===== config.mk =====
export PLATFORM = sky130hd
export DESIGN_NAME = regFile
export DESIGN_NICKNAME = d
export VERILOG_FILES = /design/src/regFile.sv
export SDC_FILE = /design/constraint.sdc
export NUM_CORES = 2
export LEC_CHECK = 0
export BUFFER_PORTS_ARGS = -buffer_cell sky130_fd_sc_hd__buf_2
export CAP_MARGIN = 20
export CORE_ASPECT_RATIO = 1.25
export CORE_MARGIN = 2
export CORE_UTILIZATION = 55
export DETAILED_ROUTE_END_ITERATION = 12
export PLACE_DENSITY_LB_ADDON = 0.15
export SKIP_CTS_REPAIR_TIMING = 1
export SLEW_MARGIN = 30
export SYNTH_ARGS = -nofsm -noshare
export SYNTH_HDL_FRONTEND = slang
export SYNTH_SLANG_ARGS = --single-unit
export TNS_END_PERCENT = 100

===== constraint.sdc =====
create_clock -name clk -period 2.5 [get_ports clk]
set_clock_uncertainty 0.05 [all_clocks]
set_input_delay 0.25 -clock clk [delete_from_list [all_inputs] [get_ports clk]]
set_output_delay 0.25 -clock clk [all_outputs]
set_load 0.02 [all_outputs]

===== src/regFile.sv =====
// ~~~~~~~~~~~~~~~~~~~~~~~~~~~~~~~~~~~~~~~~~~~~~~~~~~~~~~~~~~~~~~~~~~~~~~~~~
// register file
// 32 x 32, two read ports with write bypass, one write port
// ~~~~~~~~~~~~~~~~~~~~~~~~~~~~~~~~~~~~~~~~~~~~~~~~~~~~~~~~~~~~~~~~~~~~~~~~~

`timescale 1ns/100ps
`default_nettype none

module regFile (
    input  wire logic        clk,
    input  wire logic        reset,
    input  wire logic [4:0]  rsAddr,
    input  wire logic [4:0]  rtAddr,
    input  wire logic        regWrite,
    input  wire logic [4:0]  writeAddr,
    input  wire logic [31:0] writeData,
    output logic      [31:0] rsValue,
    output logic      [31:0] rtValue
);

    // register zero has no storage
    logic [31:0] regs [1:31];

    always_ff @(posedge clk) begin
        if (reset) begin
            for (int i = 1; i < 32; i++) begin
                regs[i] <= 32'd0;
            end
        end else if (regWrite && writeAddr != 5'd0) begin
            regs[writeAddr] <= writeData;
        end
    end

    // one read port, zero reg first, then same cycle write
    function automatic logic [31:0] readPort(input logic [4:0] addr);
        logic [31:0] value;
        if (addr == 5'd0) begin
            value = 32'd0;
        end else if (regWrite && writeAddr == addr) begin
            value = writeData;
        end else begin
            value = regs[addr];
        end
        return value;
    endfunction

    always_comb begin
        rsValue = readPort(rsAddr);
        rtValue = readPort(rtAddr);
    end

endmodule

`default_nettype wire


==> impl_metrics.json <==
{
  "finalWirelength_um": 210000,
  "cts_root_buf": "sky130_fd_sc_hd__clkbuf_16",
  "timing.critical_path.to_type": "output port",
  "synth-seq-cells": 1024,
  "drv.max_cap_violation_count": 0,
  "htree_levels": 3,
  "drt_pre_antenna_iters": 6,
  "power-per-cell-area_nw_per_um2": 650.8,
  "worst_setup_hold_path_clk_slew_ns": 0.07,
  "preCtsSetupSlack_ns": -0.7657,
  "filler_cell_count": 7047,
  "post_synth_num_cell_types": 51,
  "worstSetupStartpointType": "flop",
  "failed_checks": "hold timing, setup timing",
  "cts_buffers": 102,
  "track_usage_pct": 41.11,
  "boundaryPins": 114,
  "initial_core_util_pct": 55.40,
  "placement.io_buffers": 113,
  "timing.final.setup_violations": 64,
  "synth.yosys.seq_area_share_pct": 56.19,
  "synth_area_per_cell_um2": 14.63,
  "detail_route.vias_per_cell": 7.193,
  "gpl.final_weighted_congestion": 0.9635,
  "rsz0062_at_grt": "true",
  "top_register": "regs",
  "drt_iter0_drc": 6283,
  "rows": 129,
  "vdd_drop_max_v": 0.0005026,
  "die_height_um": 356.7,
  "fin_ws_ns": -0.5952,
  "drc": 0,
  "fin_worst_hold_slack_ns": -0.01624,
  "critical_path.cell_chain": "mux4_2 -> a22o_1 -> a2111oi_4 -> buf_4 -> a21oi_2 -> a22o_4 -> buf_6",
  "arrival_ns": 2.80,
  "antenna_found_initial": 11,
  "wire_length_of_the_first_global_routing_pass_um": 290500,
  "synth_area_um2": 54720,
  "slew_at_the_pin_with_the_worst_max_slew_slack_ns": 0.8856,
  "final_core_utilization_pct": 66.04,
  "route.vias.total": 39120,
  "yosys.area.top_type": "sky130_fd_sc_hd__edfxtp_1",
  "biggestRegsByFlops": "regs x1024",
  "die_w_um": 286.1,
  "tritoncts_clock_tree": "built",
  "slowest_stage": "sky130_fd_sc_hd__mux4_2",
  "synthFlopType": "sky130_fd_sc_hd__edfxtp_1",
  "place.detailed.hpwl_um": 133300,
  "criticalPathCategory": "reg -> out",
  "hold_viol_final": 1,
  "ys_warn_count": 0,
  "synth_most_common_cell": "sky130_fd_sc_hd__edfxtp_1",
  "tritoncts_num_sinks": 1024,
  "layout_worst_path_cycle_share_pct": 123.8,
  "outcome": "finished with violations",
  "yosysTopAreaCellShare_pct": 56.19,
  "cellLeakagePower_uw": 0.02350,
  "max_slew_margin_pct": 40.96,
  "postSynthCellCount": 3741,
  "max_ffs_per_register": 1024,
  "synth.top_cells.by_count": "1,024 x sky130_fd_sc_hd__edfxtp_1, 994 x sky130_fd_sc_hd__and2_1, 388 x sky130_fd_sc_hd__mux4_2, 302 x sky130_fd_sc_hd__clkbuf_1, 281 x sky130_fd_sc_hd__mux2i_1",
  "area_growth_pct": 19.20,
  "cpPeakStageDelay_ns": 0.48,
  "synth-edff-count": 1024,
  "grt-ovfl-total": 0,
  "final_layout_size_suffix_gt1_share_pct": 32.34,
  "critPathRequiredTime_ns": 2.20,
  "design.die.area_um2": 102100,
  "synthTopCellsByArea": "sky130_fd_sc_hd__edfxtp_1 56%, sky130_fd_sc_hd__mux4_2 16%, sky130_fd_sc_hd__and2_1 11%",
  "core_area_um2": 98780,
  "max_frequency_ghz": 0.3231,
  "final-max-slew-violation-count": 0,
  "period_minus_slack_ns": 3.095,
  "largest_net_degree_at_the_start_of_global_routing": 65,
  "final_net_count": 4093,
  "hold_removal_path_class": "in -> reg",
  "crit_fanout": 2,
  "ys_async_sr_fraction_pct": 0,
  "clock_path_buffers": 3,
  "vias_in_the_first_global_route": 38890,
  "avgRoutedWirePerCell_um": 38.62,
  "ant_nets": 0,
  "design_power_total_uw": 42450
}
[area by class of cell]
class	instances	area (um^2)	share of cell area, %
Sequential cell	1024	30750	47.14
Multi-Input combinational cell	2332	23630	36.23
Timing Repair Buffer	581	5918	9.073
Clock buffer	116	2669	4.091
Tap cell	1310	1639	2.513
Clock inverter	64	593.1	0.9092
Antenna cell	9	22.52	0.03453
Inverter	2	7.507	0.01151
[power breakdown]
group / switching (uW) / internal (uW) / total [uW] / leakage, uW
Clock: 6820 / 8660 / 15500 / 0.00159
Combinational: 3720 / 2880 / 6600 / 0.0122
Sequential: 536 / 19800 / 20400 / 0.00975
Total: 11100 / 31400 / 42400 / 0.0235
[stage by stage]
stage          setup TNS [ns]  area [um^2]  hold WS [ns]  instances
6_report               -21.61        65230      -0.01624       5438
2_1_floorplan               0        54840        0.2989       3772
3_3_place_gp           -13.47        60370        0.6515       5220
4_1_cts                -31.66        63630      -0.08823       5400
5_1_grt                -24.38        65210      0.009541       5429
3_5_place_dp           -14.57        60370        0.6533       5220
[cells in the final DEF (no fill, tap or decap), types with 34 or more instances in the layout]
cell type / instances
sky130_fd_sc_hd__and2_1: 994
sky130_fd_sc_hd__buf_4: 348
sky130_fd_sc_hd__buf_6: 52
sky130_fd_sc_hd__o221ai_1: 34
sky130_fd_sc_hd__mux4_2: 388
sky130_fd_sc_hd__mux2i_1: 270
sky130_fd_sc_hd__buf_2: 57
sky130_fd_sc_hd__a21oi_1: 50
sky130_fd_sc_hd__nor2_4: 34
sky130_fd_sc_hd__buf_12: 116
sky130_fd_sc_hd__clkbuf_16: 105
sky130_fd_sc_hd__a22o_1: 41
sky130_fd_sc_hd__edfxtp_1: 1024
sky130_fd_sc_hd__a22oi_1: 108
sky130_fd_sc_hd__o22ai_1: 40
sky130_fd_sc_hd__nand2_1: 37
[worst max-delay path: cells and delay by family (launching register included)]
kind,cells,cell delay [ns]
flip-flops,1,0.39
AO/OA/AOI/OAI,4,0.86
multiplexers,1,0.48
buffers and inverters,2,0.33
[path summary, 6_finish.rpt]
check,from,to,cells past startpoint
setup / recovery,regs[13][13],rsValue[13],7
hold / removal,writeData[27],regs[0][27],1
[layer usage]
metal | wire (um) | vias to the layer above | share of wire [%] | global-route usage [%]
li1 | - | 15100 | - | -
met1 | 71420 | 19860 | 34 | 51.55
met2 | 95610 | 3317 | 46 | 62.82
met3 | 27990 | 843 | 13 | 12.69
met4 | 14970 | 2 | 7.1 | 25.46
met5 | 17 | - | 0.0081 | 0
[kinds of logic (layout without fill, tap and decap cells)]
logic type	Yosys count	in the layout	synth area share (%)
simple gates	1147	1147	12.74
other cells	1	41	0.006853
mux	674	674	21.21
buf+inv	416	763	3.238
xor+xnor	10	10	0.1600
compound gates	469	469	6.452
flops	1024	1024	56.19
No activity file was read; power rests on OpenSTA's default activity.
