===== src/mipsPkg.sv =====
// ~~~~~~~~~~~~~~~~~~~~~~~~~~~~~~~~~~~~~~~~~~~~~~~~~~~~~~~~~~~~~~~~~~~~~~~~~
// MIPS front end shared definitions
// instruction classes, opcode and function encodings, reset PC
// and instruction ROM sizing
// ~~~~~~~~~~~~~~~~~~~~~~~~~~~~~~~~~~~~~~~~~~~~~~~~~~~~~~~~~~~~~~~~~~~~~~~~~

`default_nettype none

package mipsPkg;

    // decoded class of the instruction sitting in ID
    typedef enum logic [3:0] {
        clsNop   = 4'd0,
        clsAlu   = 4'd1,
        clsLoad  = 4'd2,
        clsStore = 4'd3,
        clsBeq   = 4'd4,
        clsBne   = 4'd5,
        clsBlez  = 4'd6,
        clsBgtz  = 4'd7,
        clsJ     = 4'd8,
        clsJal   = 4'd9,
        clsJr    = 4'd10,
        clsJalr  = 4'd11,
        clsOther = 4'd12
    } instrClass;

    // primary opcode, instr[31:26]
    typedef enum logic [5:0] {
        opSpecial = 6'h00,
        opJ       = 6'h02,
        opJal     = 6'h03,
        opBeq     = 6'h04,
        opBne     = 6'h05,
        opBlez    = 6'h06,
        opBgtz    = 6'h07,
        opAddiu   = 6'h09,
        opOri     = 6'h0d,
        opLui     = 6'h0f,
        opLw      = 6'h23,
        opSw      = 6'h2b
    } opcode;

    // SPECIAL function field, instr[5:0]
    typedef enum logic [5:0] {
        fnJr   = 6'h08,
        fnJalr = 6'h09,
        fnAddu = 6'h21,
        fnSubu = 6'h23,
        fnAnd  = 6'h24,
        fnOr   = 6'h25,
        fnSlt  = 6'h2a
    } funct;

    // first instruction address after reset
    localparam logic [31:0] textStart = 32'h0000_3000;

    // instruction ROM, one 32 bit word per entry
    localparam int romDepth     = 256;
    localparam int romAddrWidth = 8;

    // return address register written by jal
    localparam logic [4:0] linkReg = 5'd31;

endpackage

`default_nettype wire


===== src/decodedInstr.sv =====
// ~~~~~~~~~~~~~~~~~~~~~~~~~~~~~~~~~~~~~~~~~~~~~~~~~~~~~~~~~~~~~~~~~~~~~~~~~
// decoded instruction bundle
// fields produced in ID by the decoder for the resolver and the top
// ~~~~~~~~~~~~~~~~~~~~~~~~~~~~~~~~~~~~~~~~~~~~~~~~~~~~~~~~~~~~~~~~~~~~~~~~~

`timescale 1ns/100ps
`default_nettype none

interface decodedInstr;

    // instruction class
    mipsPkg::instrClass cls;
    // source register numbers, also the register file read addresses
    logic [4:0]  rs;
    logic [4:0]  rt;
    // register written later, zero when nothing is written
    logic [4:0]  destReg;
    // raw immediate and jump index fields
    logic [15:0] imm16;
    logic [25:0] jmpIndex;

    // decoder side
    modport driver (
        output cls, rs, rt, destReg, imm16, jmpIndex
    );

    // consumers of the decoded fields
    modport reader (
        input cls, rs, rt, destReg, imm16, jmpIndex
    );

endinterface

`default_nettype wire


===== src/instrDecoder.sv =====
// ~~~~~~~~~~~~~~~~~~~~~~~~~~~~~~~~~~~~~~~~~~~~~~~~~~~~~~~~~~~~~~~~~~~~~~~~~
// instruction decoder
// classifies the IF/ID word and slices its register, immediate and
// jump fields, then picks the destination register
// ~~~~~~~~~~~~~~~~~~~~~~~~~~~~~~~~~~~~~~~~~~~~~~~~~~~~~~~~~~~~~~~~~~~~~~~~~

`timescale 1ns/100ps
`default_nettype none

module instrDecoder (
    input  wire logic [31:0] instr,
    decodedInstr.driver      dec
);

    mipsPkg::opcode op;
    mipsPkg::funct  fn;
    logic [4:0]     rd;

    // primary and function fields viewed as enums
    assign op = mipsPkg::opcode'(instr[31:26]);
    assign fn = mipsPkg::funct'(instr[5:0]);
    assign rd = instr[15:11];

    // plain field slices
    assign dec.rs       = instr[25:21];
    assign dec.rt       = instr[20:16];
    assign dec.imm16    = instr[15:0];
    assign dec.jmpIndex = instr[25:0];

    // class lookup
    always_comb begin
        dec.cls = mipsPkg::clsOther;
        if (instr == 32'd0) begin
            // all zero word is the canonical nop
            dec.cls = mipsPkg::clsNop;
        end else begin
            case (op)
                mipsPkg::opSpecial: begin
                    case (fn)
                        mipsPkg::fnJr:   dec.cls = mipsPkg::clsJr;
                        mipsPkg::fnJalr: dec.cls = mipsPkg::clsJalr;
                        mipsPkg::fnAddu,
                        mipsPkg::fnSubu,
                        mipsPkg::fnAnd,
                        mipsPkg::fnOr,
                        mipsPkg::fnSlt:  dec.cls = mipsPkg::clsAlu;
                        default:         dec.cls = mipsPkg::clsOther;
                    endcase
                end
                mipsPkg::opJ:     dec.cls = mipsPkg::clsJ;
                mipsPkg::opJal:   dec.cls = mipsPkg::clsJal;
                mipsPkg::opBeq:   dec.cls = mipsPkg::clsBeq;
                mipsPkg::opBne:   dec.cls = mipsPkg::clsBne;
                mipsPkg::opBlez:  dec.cls = mipsPkg::clsBlez;
                mipsPkg::opBgtz:  dec.cls = mipsPkg::clsBgtz;
                mipsPkg::opLw:    dec.cls = mipsPkg::clsLoad;
                mipsPkg::opSw:    dec.cls = mipsPkg::clsStore;
                // immediate ALU ops
                mipsPkg::opAddiu,
                mipsPkg::opOri,
                mipsPkg::opLui:   dec.cls = mipsPkg::clsAlu;
                default:          dec.cls = mipsPkg::clsOther;
            endcase
        end
    end

    // destination register
    always_comb begin
        case (dec.cls)
            // R-type ALU writes rd, immediate ALU writes rt
            mipsPkg::clsAlu:  dec.destReg = (op == mipsPkg::opSpecial) ? rd : dec.rt;
            mipsPkg::clsJalr: dec.destReg = rd;
            mipsPkg::clsLoad: dec.destReg = dec.rt;
            mipsPkg::clsJal:  dec.destReg = mipsPkg::linkReg;
            // stores, branches, j, jr, nop and unknowns write nothing
            default:          dec.destReg = 5'd0;
        endcase
    end

endmodule

`default_nettype wire


===== src/flat_wrapper.sv =====
// flat-port wrapper written by rule: the top's interface ports become plain ports
module instrDecoder_flat 
  (instr, dec_cls, dec_rs, dec_rt, dec_destReg, dec_imm16, dec_jmpIndex);
  decodedInstr dec_i ();
  input  wire logic [31:0] instr;
  output wire logic [$bits(dec_i.cls)-1:0] dec_cls;
  output wire logic [$bits(dec_i.rs)-1:0] dec_rs;
  output wire logic [$bits(dec_i.rt)-1:0] dec_rt;
  output wire logic [$bits(dec_i.destReg)-1:0] dec_destReg;
  output wire logic [$bits(dec_i.imm16)-1:0] dec_imm16;
  output wire logic [$bits(dec_i.jmpIndex)-1:0] dec_jmpIndex;
  assign dec_cls = dec_i.cls;
  assign dec_rs = dec_i.rs;
  assign dec_rt = dec_i.rt;
  assign dec_destReg = dec_i.destReg;
  assign dec_imm16 = dec_i.imm16;
  assign dec_jmpIndex = dec_i.jmpIndex;
  instrDecoder u_core (.instr(instr), .dec(dec_i));
endmodule

===== config.mk =====
export PLATFORM = sky130hd
export DESIGN_NAME = instrDecoder_flat
export DESIGN_NICKNAME = d
export VERILOG_FILES = /design/src/mipsPkg.sv /design/src/decodedInstr.sv /design/src/instrDecoder.sv /design/src/flat_wrapper.sv
export SDC_FILE = /design/constraint.sdc
export NUM_CORES = 1
export LEC_CHECK = 0
export BUFFER_PORTS_ARGS = -buffer_cell sky130_fd_sc_hd__buf_2
export CORE_ASPECT_RATIO = 1.25
export CORE_MARGIN = 2
export CORE_UTILIZATION = 41
export DETAILED_ROUTE_END_ITERATION = 10
export PLACE_DENSITY = 0.95
export SLEW_MARGIN = 20
export SYNTH_ARGS = -nofsm -noshare
export SYNTH_HDL_FRONTEND = slang
export SYNTH_SLANG_ARGS = --single-unit

===== constraint.sdc =====
create_clock -name vclk -period 3.05
set_input_delay 0.4575 -clock vclk [all_inputs]
set_output_delay 0.4575 -clock vclk [all_outputs]
set_load 0.05 [all_outputs]

==> qor.yml <==
synthesis:
  synth_top_area_frac: 0.423
  yosysWarnings: 0
  synth_fp_nets: 162
  synth.distinct_cells: 42
  syn_avg_cell_area_um2: 7.09
  synthCells: 130
  synth_area_leaders: "buf_4 (42%), nor2_1 (4.5%), nor4_1 (3.4%), o2bb2ai_1 (2.8%), and4b_1 (2.2%)"
  yosysTopAreaCell: "buf_4"
  ys_seq_area_frac: 0
  synth_area_um2: 922
timing:
  finalSetupViolCount: 0
  rsz0062_at_grt: "no"
  slew_viol_final: 0
  final.min_clock_period_ns: 2.41
  finalCritPeriodShare: 0.789
  worst_pin_slew_ns: 0.405
  fmax_mhz: 416
  hold_viol_final: 0
  slew-limit-headroom: 0.728
  hold_ws_ns: 1.22
  setup_tns_ns: 0
routing:
  viasPerCell: 5.04
  vias: 1002
  drtIter0Drc: 15
  wl_per_cell_um: 12.0
  dr.pass1.iters: 4
  drcViolationCount: 0
  drtAntennaViolNets: 0
  wl_um: 2380
global_routing:
  grt_pass1_vias: 809
  grt_usage: 0.170
  grt_max_degree: 11
  grt-ovfl-total: 0
  antenna_found_initial: 0
  grt_pass1_wl_um: 3570
worst_setup_path:
  crit_top_cell: "buf_2"
  max_stage_delay_ns: 0.44
  cp_data_arrival_time_ns: 1.95
  required_ns: 2.59
  path_class: "in -> out"
  critPathBufInv: 2
  worstPathMaxFanout: 10
  critPathTopFamily: "simple AND/OR/NAND/NOR gates"
  end_kind: "output pin"
  critPathSlowestCell: "nor4_2"
  crit_chain: "buf_2 -> nor4_2 -> nand2_2 -> nor3b_2 -> o2bb2ai_1 -> buf_2"
  critPathLaunchType: "input pin"
  crit_path_start: "instr[31]"
placement:
  placed_cell_area_mm2: 0.00101
  placed_cells: 199
  gp_congestion: 0.829
  portBuffers: 93
  hpwl_um: 2050
flow_run:
  maxCapViolations: 0
finish:
  stdcell_count: 199
  postLayoutCellArea_mm2: 0.00101
  clock_buffers: 0
  syn_to_final_growth_pct: 10.0
  mostFrequentLayoutCell: "buf_2"
  regArea_um2: 0
  final_cell_mix: "buf_2 (93), nor2_1 (11), nor4_1 (5)"
  antennaDiodeCount: 0
  finalNetCount: 202
  seq_cell_count: 0
  drive_above_1_share: 0.589
worst_hold_path:
  hp-class: "in -> out"
  min_from: "instr[9]"
floorplan:
  die_x_um: 46.4
  io_pins: 93
  start_util: 0.426
  fp-row-count: 19
  core-area_mm2: 0.00216
  fp.dieH_um: 57.0
  die_area_mm2: 0.00265
pwr:
  power.leakage_nw: 0.551
  peakVddDrop_mv: 0.196
  powerDensity_mw_per_mm2: 260
clock_network:
  cts_setup_buffers: 0
  cts_hold_buf: 0
  cts-resized-gates: 0
outcome:
  outcome: "finished clean"
[where the power goes]
part / total, mW / internal, mW / switching [mW]
Clock: 0 / 0 / 0
Sequential: 0 / 0 / 0
Combinational: 0.264 / 0.0614 / 0.202
[metal layers]
| layer | up-vias | wire [µm] | track usage |
|---|---|---|---|
| met3 | 2 | 171 | 0.00316 |
| met2 | 51 | 1230 | 0.313 |
| met4 | 0 | 14 | 0.0122 |
| met5 | - | 0 | 0 |
| li1 | 492 | - | - |
| met1 | 457 | 966 | 0.221 |
[layout make-up]
class              instances  area [µm²]
fillers                  250        1150
well taps                 31        38.8
multi-input cells         72         499
repair buffers            93         465
inverters                  3        11.3
[through the flow]
step / setup WS (ns) / total power [mW] / utilization
finish: 0.644 / 0.264 / 0.469
global route: 0.512 / 0.277 / 0.469
CTS: 0.652 / 0.264 / 0.469
detailed placement: 0.657 / 0.264 / 0.469
global placement: 0.700 / 0.262 / 0.469
floorplan: 0.526 / 0.238 / -
[final timing paths]
check             slack (ns)  cells past startpoint              end
setup / recovery        0.64                      6   dec_destReg[0]
hold / removal          1.22                      2  dec_jmpIndex[9]
[synthesized netlist by cell type]
master,count
nor2b_2,1
o31a_1,1
nor3b_1,2
nand2_2,1
a21oi_1,3
or2b_1,1
o211a_1,1
and4b_1,2
o32ai_1,1
and2_0,1
a311oi_2,1
a31oi_1,2
a21boi_1,1
and2b_1,2
o32ai_2,1
mux2i_1,2
o22ai_1,2
nor4_1,5
o21ai_0,2
o21a_1,2
nor3b_2,1
nand2b_1,2
o21ba_1,1
nor4_2,1
a311o_1,1
inv_1,3
o2bb2ai_1,3
nor2_1,11
nand3b_1,1
buf_2,2
nand3_1,2
nand4_1,3
o21bai_1,2
nand2_1,3
buf_4,52
o22a_1,1
or2_1,1
o41ai_1,1
buf_6,1
o21ai_1,1
nor2b_1,2
and3b_1,1
[cell families (layout without fill, tap and decap cells)]
kind of cell           Yosys count  after routing  synth area share
AOI/OAI and AO/OA               27             27             0.233
buffers and inverters           58             96             0.459
muxes                            2              2            0.0217
and+or+nand+nor                 43             43             0.286
Power figures use the tool's default switching activity.
