## src/mipsPkg.sv

```systemverilog
// ~~~~~~~~~~~~~~~~~~~~~~~~~~~~~~~~~~~~~~~~~~~~~~~~~~~~~~~~~~~~~~~~~~~~~~~~~
// MIPS front end shared definitions
// instruction classes, opcode and function encodings, reset PC
// and instruction ROM sizing
// ~~~~~~~~~~~~~~~~~~~~~~~~~~~~~~~~~~~~~~~~~~~~~~~~~~~~~~~~~~~~~~~~~~~~~~~~~

`default_nettype none

package mipsPkg;

    // decoded class of the instruction sitting in ID
    typedef enum logic [3:0] {
        clsNop   = 4'd0,
        clsAlu   = 4'd1,
        clsLoad  = 4'd2,
        clsStore = 4'd3,
        clsBeq   = 4'd4,
        clsBne   = 4'd5,
        clsBlez  = 4'd6,
        clsBgtz  = 4'd7,
        clsJ     = 4'd8,
        clsJal   = 4'd9,
        clsJr    = 4'd10,
        clsJalr  = 4'd11,
        clsOther = 4'd12
    } instrClass;

    // primary opcode, instr[31:26]
    typedef enum logic [5:0] {
        opSpecial = 6'h00,
        opJ       = 6'h02,
        opJal     = 6'h03,
        opBeq     = 6'h04,
        opBne     = 6'h05,
        opBlez    = 6'h06,
        opBgtz    = 6'h07,
        opAddiu   = 6'h09,
        opOri     = 6'h0d,
        opLui     = 6'h0f,
        opLw      = 6'h23,
        opSw      = 6'h2b
    } opcode;

    // SPECIAL function field, instr[5:0]
    typedef enum logic [5:0] {
        fnJr   = 6'h08,
        fnJalr = 6'h09,
        fnAddu = 6'h21,
        fnSubu = 6'h23,
        fnAnd  = 6'h24,
        fnOr   = 6'h25,
        fnSlt  = 6'h2a
    } funct;

    // first instruction address after reset
    localparam logic [31:0] textStart = 32'h0000_3000;

    // instruction ROM, one 32 bit word per entry
    localparam int romDepth     = 256;
    localparam int romAddrWidth = 8;

    // return address register written by jal
    localparam logic [4:0] linkReg = 5'd31;

endpackage

`default_nettype wire

```

## src/decodedInstr.sv

```systemverilog
// ~~~~~~~~~~~~~~~~~~~~~~~~~~~~~~~~~~~~~~~~~~~~~~~~~~~~~~~~~~~~~~~~~~~~~~~~~
// decoded instruction bundle
// fields produced in ID by the decoder for the resolver and the top
// ~~~~~~~~~~~~~~~~~~~~~~~~~~~~~~~~~~~~~~~~~~~~~~~~~~~~~~~~~~~~~~~~~~~~~~~~~

`timescale 1ns/100ps
`default_nettype none

interface decodedInstr;

    // instruction class
    mipsPkg::instrClass cls;
    // source register numbers, also the register file read addresses
    logic [4:0]  rs;
    logic [4:0]  rt;
    // register written later, zero when nothing is written
    logic [4:0]  destReg;
    // raw immediate and jump index fields
    logic [15:0] imm16;
    logic [25:0] jmpIndex;

    // decoder side
    modport driver (
        output cls, rs, rt, destReg, imm16, jmpIndex
    );

    // consumers of the decoded fields
    modport reader (
        input cls, rs, rt, destReg, imm16, jmpIndex
    );

endinterface

`default_nettype wire

```

## src/branchResolver.sv

```systemverilog
// ~~~~~~~~~~~~~~~~~~~~~~~~~~~~~~~~~~~~~~~~~~~~~~~~~~~~~~~~~~~~~~~~~~~~~~~~~
// branch and jump resolver
// evaluates the branch condition in ID, picks the redirect target
// and forms the link address for jal and jalr
// ~~~~~~~~~~~~~~~~~~~~~~~~~~~~~~~~~~~~~~~~~~~~~~~~~~~~~~~~~~~~~~~~~~~~~~~~~

`timescale 1ns/100ps
`default_nettype none

module branchResolver (
    decodedInstr.reader      dec,
    input  wire logic [31:0] pcId,
    input  wire logic [31:0] rsValue,
    input  wire logic [31:0] rtValue,
    output logic             redirect,
    output logic      [31:0] target,
    output logic      [31:0] linkValue
);

    logic [31:0] pcPlus4;
    logic [31:0] branchOffset;
    logic [31:0] branchTarget;
    logic [31:0] jumpTarget;
    logic        taken;

    // delay slot address
    assign pcPlus4 = pcId + 32'd4;

    // sign extended word offset
    assign branchOffset = {{14{dec.imm16[15]}}, dec.imm16, 2'b00};
    assign branchTarget = pcPlus4 + branchOffset;

    // region of the delay slot plus the 26 bit index
    assign jumpTarget = {pcPlus4[31:28], dec.jmpIndex, 2'b00};

    // condition per class, jumps always taken
    always_comb begin
        case (dec.cls)
            mipsPkg::clsBeq:  taken = (rsValue == rtValue);
            mipsPkg::clsBne:  taken = (rsValue != rtValue);
            mipsPkg::clsBlez: taken = ($signed(rsValue) <= 32'sd0);
            mipsPkg::clsBgtz: taken = ($signed(rsValue) > 32'sd0);
            mipsPkg::clsJ,
            mipsPkg::clsJal,
            mipsPkg::clsJr,
            mipsPkg::clsJalr: taken = 1'b1;
            default:          taken = 1'b0;
        endcase
    end

    assign redirect = taken;

    // target source
    always_comb begin
        case (dec.cls)
            mipsPkg::clsJ,
            mipsPkg::clsJal:  target = jumpTarget;
            mipsPkg::clsJr,
            mipsPkg::clsJalr: target = rsValue;
            // branches, also a harmless value when nothing redirects
            default:          target = branchTarget;
        endcase
    end

    // return past the delay slot
    always_comb begin
        if (dec.cls == mipsPkg::clsJal || dec.cls == mipsPkg::clsJalr) begin
            linkValue = pcId + 32'd8;
        end else begin
            linkValue = 32'd0;
        end
    end

endmodule

`default_nettype wire

```

## src/flat_wrapper.sv

```systemverilog
// flat-port wrapper written by rule: the top's interface ports become plain ports
module branchResolver_flat 
  (pcId, rsValue, rtValue, redirect, target, linkValue, dec_cls, dec_rs, dec_rt, dec_destReg, dec_imm16, dec_jmpIndex);
  decodedInstr dec_i ();
  input  wire logic [31:0] pcId;
  input  wire logic [31:0] rsValue;
  input  wire logic [31:0] rtValue;
  output logic redirect;
  output logic      [31:0] target;
  output logic      [31:0] linkValue;
  input wire logic [$bits(dec_i.cls)-1:0] dec_cls;
  input wire logic [$bits(dec_i.rs)-1:0] dec_rs;
  input wire logic [$bits(dec_i.rt)-1:0] dec_rt;
  input wire logic [$bits(dec_i.destReg)-1:0] dec_destReg;
  input wire logic [$bits(dec_i.imm16)-1:0] dec_imm16;
  input wire logic [$bits(dec_i.jmpIndex)-1:0] dec_jmpIndex;
  assign dec_i.cls = dec_cls;
  assign dec_i.rs = dec_rs;
  assign dec_i.rt = dec_rt;
  assign dec_i.destReg = dec_destReg;
  assign dec_i.imm16 = dec_imm16;
  assign dec_i.jmpIndex = dec_jmpIndex;
  branchResolver u_core (.dec(dec_i), .pcId(pcId), .rsValue(rsValue), .rtValue(rtValue), .redirect(redirect), .target(target), .linkValue(linkValue));
endmodule
```

## config.mk

```make
export PLATFORM = sky130hd
export DESIGN_NAME = branchResolver_flat
export DESIGN_NICKNAME = d
export VERILOG_FILES = /design/src/mipsPkg.sv /design/src/decodedInstr.sv /design/src/branchResolver.sv /design/src/flat_wrapper.sv
export SDC_FILE = /design/constraint.sdc
export NUM_CORES = 1
export LEC_CHECK = 0
export BUFFER_PORTS_ARGS = -buffer_cell sky130_fd_sc_hd__buf_2
export CORE_AREA = 4 4 70 137
export DETAILED_ROUTE_END_ITERATION = 10
export DIE_AREA = 0 0 74 141
export GPL_ROUTABILITY_DRIVEN = 0
export PLACE_DENSITY = 0.81
export SYNTH_ARGS = -nofsm -noshare
export SYNTH_HDL_FRONTEND = slang
export SYNTH_SLANG_ARGS = --single-unit
export TNS_END_PERCENT = 1
```

## constraint.sdc

```tcl
create_clock -name vclk -period 8.5
set_input_delay 0.85 -clock vclk [all_inputs]
set_output_delay 0.85 -clock vclk [all_outputs]
set_load 0.02 [all_outputs]
```

==> metrics.md, run 1 <==
| Metric | Value |
|---|---|
| Core area | between 8000 and 9000 um2 |
| Maximum VDD drop | 0.03019 mV |
| Least-Margin Pin Slew | 1.110 ns |
| Max-slew violations | 0 |
| Initial Utilization | between 40% and 50% |
| Setup violations, final | 0 |
| Nets | approximately 940 |
| Vias in the first global route | between 4000 and 5000 |
| Final worst setup slack | 2.258 ns |
| Crit path launch type | input port |
| Cts repair resizes | 0 |
| Cell Rows | between 40 and 50 |
| Starting DRT DRC Count | ~190 |
| Worst Hold Class | in2out |
| CP Max Fanout | 7 |
| Area grow syn2layout | 28.80% |
| Critical path class | in2out |
| Synth warn | 0 |
| Fmax | 160.2 MHz |
| Critical path capture point | target[24] |
| Crit share post-route | about three quarters |
| Io pins | roughly 220 |
| Total grt overflow | 0 |
| RSZ-0062 raised after global routing | false |
| Pre-CTS setup slack | 2.284 ns |
| Largest net degree at the start of global routing | 42 |
| Sequential fraction of the synthesis area | 0% |
| Share of cells above drive strength 1 | between 30% and 40% |
| Worst EP required | 7.65 ns |
| Reg area | 0 um2 |
| Dpl hpwl | 13.47 mm |
| Routed Antenna Nets | 0 |
| Worst path cell trace | buf_2, ha_1, nand3_1, nor4_1, and3_1, nand3_1, xnor2_1, ha_1, a41oi_1, o21ai_0, a21oi_1, a21oi_1, a21oi_1, nor2b_1, o311ai_0, o21ai_0, buf_2 |
| Die W | 74 um |
| Minimum clock period | about 6.2 ns |
| Max-cap viol count | 0 |
| CP max stage cell | nor4_1 |
| Num sequential | 0 |
| Antenna violations before repair | 1 |
| Nature of the critical path endpoint | output pin |
| Tot GR Track Use | between 20% and 30% |
| DRT Wirelength | 15.81 mm |
| DR vias | 4927 |
| Routed len/inst | 18.67 um |
| Post-synthesis cell type count | 54 |
| DRT Pass-1 Iters | 5 |
| IO Port Bufs | between 200 and 250 |
| Synth top area share | between 10% and 20% |
| Residual DRC | 0 |
| Avg Inst Size Synth | ~6.8 um2 |
| Slew headroom | roughly 25% |
| Area contributors post-synth | xor2_1 (16%), ha_1 (11%), xnor2_1 (10%) |
| Die ar. | 10430 um2 |
| Vias/cell | 5.817 |
| Most common cell in the synthesized netlist | xor2_1 |
| Fin. Hold Viols | 0 |
| Cell area after synthesis | 3775 um2 |
| Post-synthesis instance total | 559 |
| Static leakage | 0.002439 uW |
| Yosys top cell by area | xor2_1 |
| Setup TNS | 0 ns |
| Status | complete, no violations |
| Overall Power | 358.5 uW |
| Post-CTS Hold Buffers | 0 |
| Clk_buf instances | 0 |
| Max incr delay on CP | 0.81 ns |
| Post-CTS setup repair buffer count | 0 |
| CP Data Arrival Time | 5.39 ns |
| Top cell by count, worst path | a21oi_1 |
| Synth top cells by count | xor2_1 (67), nand2_1 (58), nor2_1 (56) |
| Global-route wire length before repair | about 23 mm |
| CP Launch Point | pcId[2] |
| Die H | 141 um |
| Power Dens Cells | 73.74 nW/um2 |
| Mapped Nets | about 750 |
==> worst max-delay path: cells and delay by family <==
kind / cells / cell delay (ns)
compound gates: 7 / 1.83
xor+xnor: 1 / 0.20
buf+inv: 2 / 0.42
fa+ha+maj: 2 / 0.53
simple gates: 5 / 1.54
==> cell usage in the layout (no fill, tap or decap), types with 2 or more instances in the layout <==
cell type  synthesis  routed
o21ai_0           28      28
a211o_1            2       2
o211ai_1           6       6
xnor2_1           44      44
inv_1             12      12
a21oi_1           41      41
ha_1              34      34
buf_2              4     207
a31o_2             3       3
diode_2            0       2
o21bai_1           2       2
and3_1            12      12
or3_1              3       3
o21ai_1            6       6
nor2b_1            8       7
nor3_1             8       8
and2_1             2       2
a21o_1            16      16
a211oi_1          10      10
nor2_1            56      56
or3_4              2       2
a41oi_1            2       2
nand2_1           58      58
nand4_1           18      18
or4_4              2       2
xor2_1            67      67
mux2_2             2       2
mux2i_1           21      21
and4_1             5       5
nand2b_1           7       7
nor4_1            18      18
o22ai_1            3       3
nand3_1           20      20
==> logic make-up after synthesis <==
group	synth area share (%)
buf+inv	3.546
xor+xnor	26.48
fa+ha+maj	11.80
compound gates	22.21
simple gates	29.80
mux	6.165
==> stage by stage <==
step	hold WS (ns)	area (um2)	utilization, %	cells
finish	2.016	4862	56.61	847
global route	2.035	4860	56.59	846
CTS	2.013	4857	56.56	845
detailed placement	2.012	4857	56.56	845
floorplan	1.780	3775	-	559
global placement	2.005	4857	56.56	845
==> power by group <==
part,internal (uW),switching [uW]
logic,139,219
registers,0,0
clock network,0.0000315,0
total,139,219
==> layout make-up <==
class                           count  area (um2)
Antenna cell                        2       5.005
Fill cell                         859        3726
Inverter                           12       45.04
Multi-Input combinational cell    525        3643
Tap cell                          100       125.1
Timing Repair Buffer              208        1044
==> worst min path at each step <==
stage / end / start / cells past startpoint / slack [ns]
2_1_floorplan: linkValue[3] / pcId[3] / 1 / 1.78
3_3_place_gp: linkValue[3] / pcId[3] / 3 / 2.01
3_5_place_dp: linkValue[3] / pcId[3] / 3 / 2.01
4_1_cts: linkValue[3] / pcId[3] / 3 / 2.01
5_1_grt: linkValue[3] / pcId[3] / 3 / 2.04
6_report: linkValue[3] / pcId[3] / 3 / 2.02
==> per-layer routing <==
| metal | up-vias | routed length [um] | global-route usage, % |
|---|---|---|---|
| met2 | 254 | 8448 | 55.52 |
| met3 | 60 | 1164 | 3.712 |
| met5 | - | 0 | 0 |
| li1 | 2406 | - | - |
| met1 | 2207 | 5149 | 25.42 |
| met4 | 0 | 1047 | 15.95 |
Note: power is estimated with default switching activity, not from simulation.
==> run 2, diff against run 1 <==
CORE_AREA = 4 4 73 142   (was 4 4 70 137)
DIE_AREA = 0 0 77 146   (was 0 0 74 141)
PLACE_DENSITY = 0.78   (was 0.81)
clock period = 5.5 ns   (was 8.5 ns; I/O delays follow)
==> run 2 against run 1 <==
Flip-flop and latch count stayed put. Die area grew 7.7%. First-iteration DRC count down 18%. Via count down 2.1%. Worst hold slack got worse by 0.60 ns. Total power rose by 53%. Critical path depth is 2 higher. Design area increased by 0.62%. Critical endpoint is now target[30]. Largest power group unchanged.
==> metrics.md, run 2 (same netlist as run 1, synthesis figures left out) <==
| Metric | Value |
|---|---|
| Vias in the first global route | 4842 (-1.6%) |
| Max-cap viol count | 0 (unchanged) |
| Share of cells above drive strength 1 | 30.88% (+0.41 points) |
| Critical path class | in2out |
| Fin. Hold Viols | 0 (unchanged) |
| Worst Hold Class | in2out |
| Io pins | 222 (unchanged) |
| Routed Antenna Nets | 0 (unchanged) |
| Reg area | 0 um2 (unchanged) |
| Worst EP required | 4.95 ns (-2.70 ns) |
| Routed len/inst | 18.01 um (-3.5%) |
| Residual DRC | 0 (unchanged) |
| Initial Utilization | 40.50% (-3.5 points) |
| Commonest non-fill, non-tap cells in the layout | buf_2 (207), xor2_1 (67), nand2_1 (58) |
| Maximum VDD drop | 0.05292 mV (+75%) |
| Total grt overflow | 0 (unchanged) |
| Cell Rows | 50 (+4.2%) |
| Final worst setup slack | 0.3559 ns (-1.902 ns) |
| Die W | 77 um (+4.1%) |
| Fillers | 992 (+15%) |
| Core area | 9321 um2 (+8.5%) |
| CP Max Fanout | 6 (-1) |
| Largest net degree at the start of global routing | 42 (unchanged) |
| Die ar. | 11240 um2 (+7.7%) |
| Antenna violations before repair | 0 (-1) |
| Layout Utilization | 52.48% (-4.1 points) |
| Global-route wire length before repair | 23.89 mm (+2.0%) |
| Cts repair resizes | 0 (unchanged) |
| Area grow syn2layout | 29.60% |
| # diodes | 0 (-2) |
| Pre-CTS setup slack | 0.02473 ns (-2.259 ns) |
| Tot GR Track Use | 25.96% (-2.2 points) |
| IO Port Bufs | 207 (unchanged) |
| Num sequential | 0 (unchanged) |
| Least-Margin Pin Slew | 1.076 ns (-0.03445 ns) |
| Vias/cell | 5.661 (-2.7%) |
| Nets | 942 (+0.32%) |
| Post-CTS Hold Buffers | 0 (unchanged) |
| Max-slew violations | 0 (unchanged) |
| Power Dens Cells | 112.3 nW/um2 (+52%) |
| Dpl hpwl | 13.32 mm (-1.1%) |
| Setup violations, final | 0 (unchanged) |
| Crit path launch type | input port |
| Nature of the critical path endpoint | output pin |
| Clk_buf instances | 0 (unchanged) |
| Setup TNS | 0 ns (unchanged) |
| Status | complete, no violations |
| Fmax | around 190 MHz |
| DRT Wirelength | 15.35 mm (-2.9%) |
| RSZ-0062 raised after global routing | false |
| DR vias | 4823 (-2.1%) |
| Post-CTS setup repair buffer count | 0 (unchanged) |
| Starting DRT DRC Count | 159 (-18%) |
| Die H | 146 um (+3.5%) |
| DRT Pass-1 Iters | 4 (-1) |
| Minimum clock period | between 5 and 6 ns |
| Most common cell after layout, fill and taps aside | buf_2 |
| Slew headroom | 28.28% (+3.0 points) |
| Crit share post-route | 93.53% |
| CP Data Arrival Time | 4.59 ns (-0.80 ns) |
| Static leakage | 0.002456 uW (+0.72%) |
==> run 2: path summary, 6_finish.rpt <==
kind	start	endpoint	slack [ns]	depth (start not counted)
worst max-delay path	pcId[4]	target[30]	0.36	19
worst min-delay path	pcId[3]	linkValue[3]	1.41	3
==> run 2: critical path, stage by stage <==
cell	delay (ns)
buf_2	0.12
ha_1	0.26
nand3_1	0.15
or2_2	0.34
nor3_1	0.28
and3_1	0.26
and3_1	0.24
nand2_1	0.11
xnor2_1	0.15
ha_1	0.40
a21oi_1	0.12
nand2_1	0.09
a41oi_1	0.07
a211oi_1	0.39
nor2_1	0.15
o311a_1	0.37
xor2_1	0.14
o21ai_0	0.19
buf_2	0.20
==> run 2: where the power goes <==
part | leakage, uW | internal, uW | switching (uW)
clock | 0 | 0 | 0
combinational | 0.00246 | 217 | 333
sequential | 0 | 0 | 0
==> run 2: per-stage QoR <==
stage               instance area, um2  cells  hold WS [ns]  total power (uW)
detailed placement                4885    852         1.412             545.1
global placement                  4885    852         1.406             542.0
floorplan                         3775    559         1.180             345.2
CTS                               4885    852         1.413             547.4
finish                            4892    852         1.413             549.4
global route                      4892    852         1.450             601.0
==> run 2: layout make-up <==
class | instances | area, um2 | area share [%]
Tap cell | 104 | 130.1 | 2.660
Timing Repair Buffer | 211 | 1066 | 21.79
Multi-Input combinational cell | 525 | 3651 | 74.63
Inverter | 12 | 45.04 | 0.9207
==> run 2: metal layers <==
layer	wire (um)	part of all wire, %	track usage [%]	up-vias
li1	-	-	-	2415
met1	5189	34	24.78	2153
met2	8406	55	53.15	217
met3	941	6.1	3.160	38
met4	808	5.3	11.23	0
met5	0	0	0	-
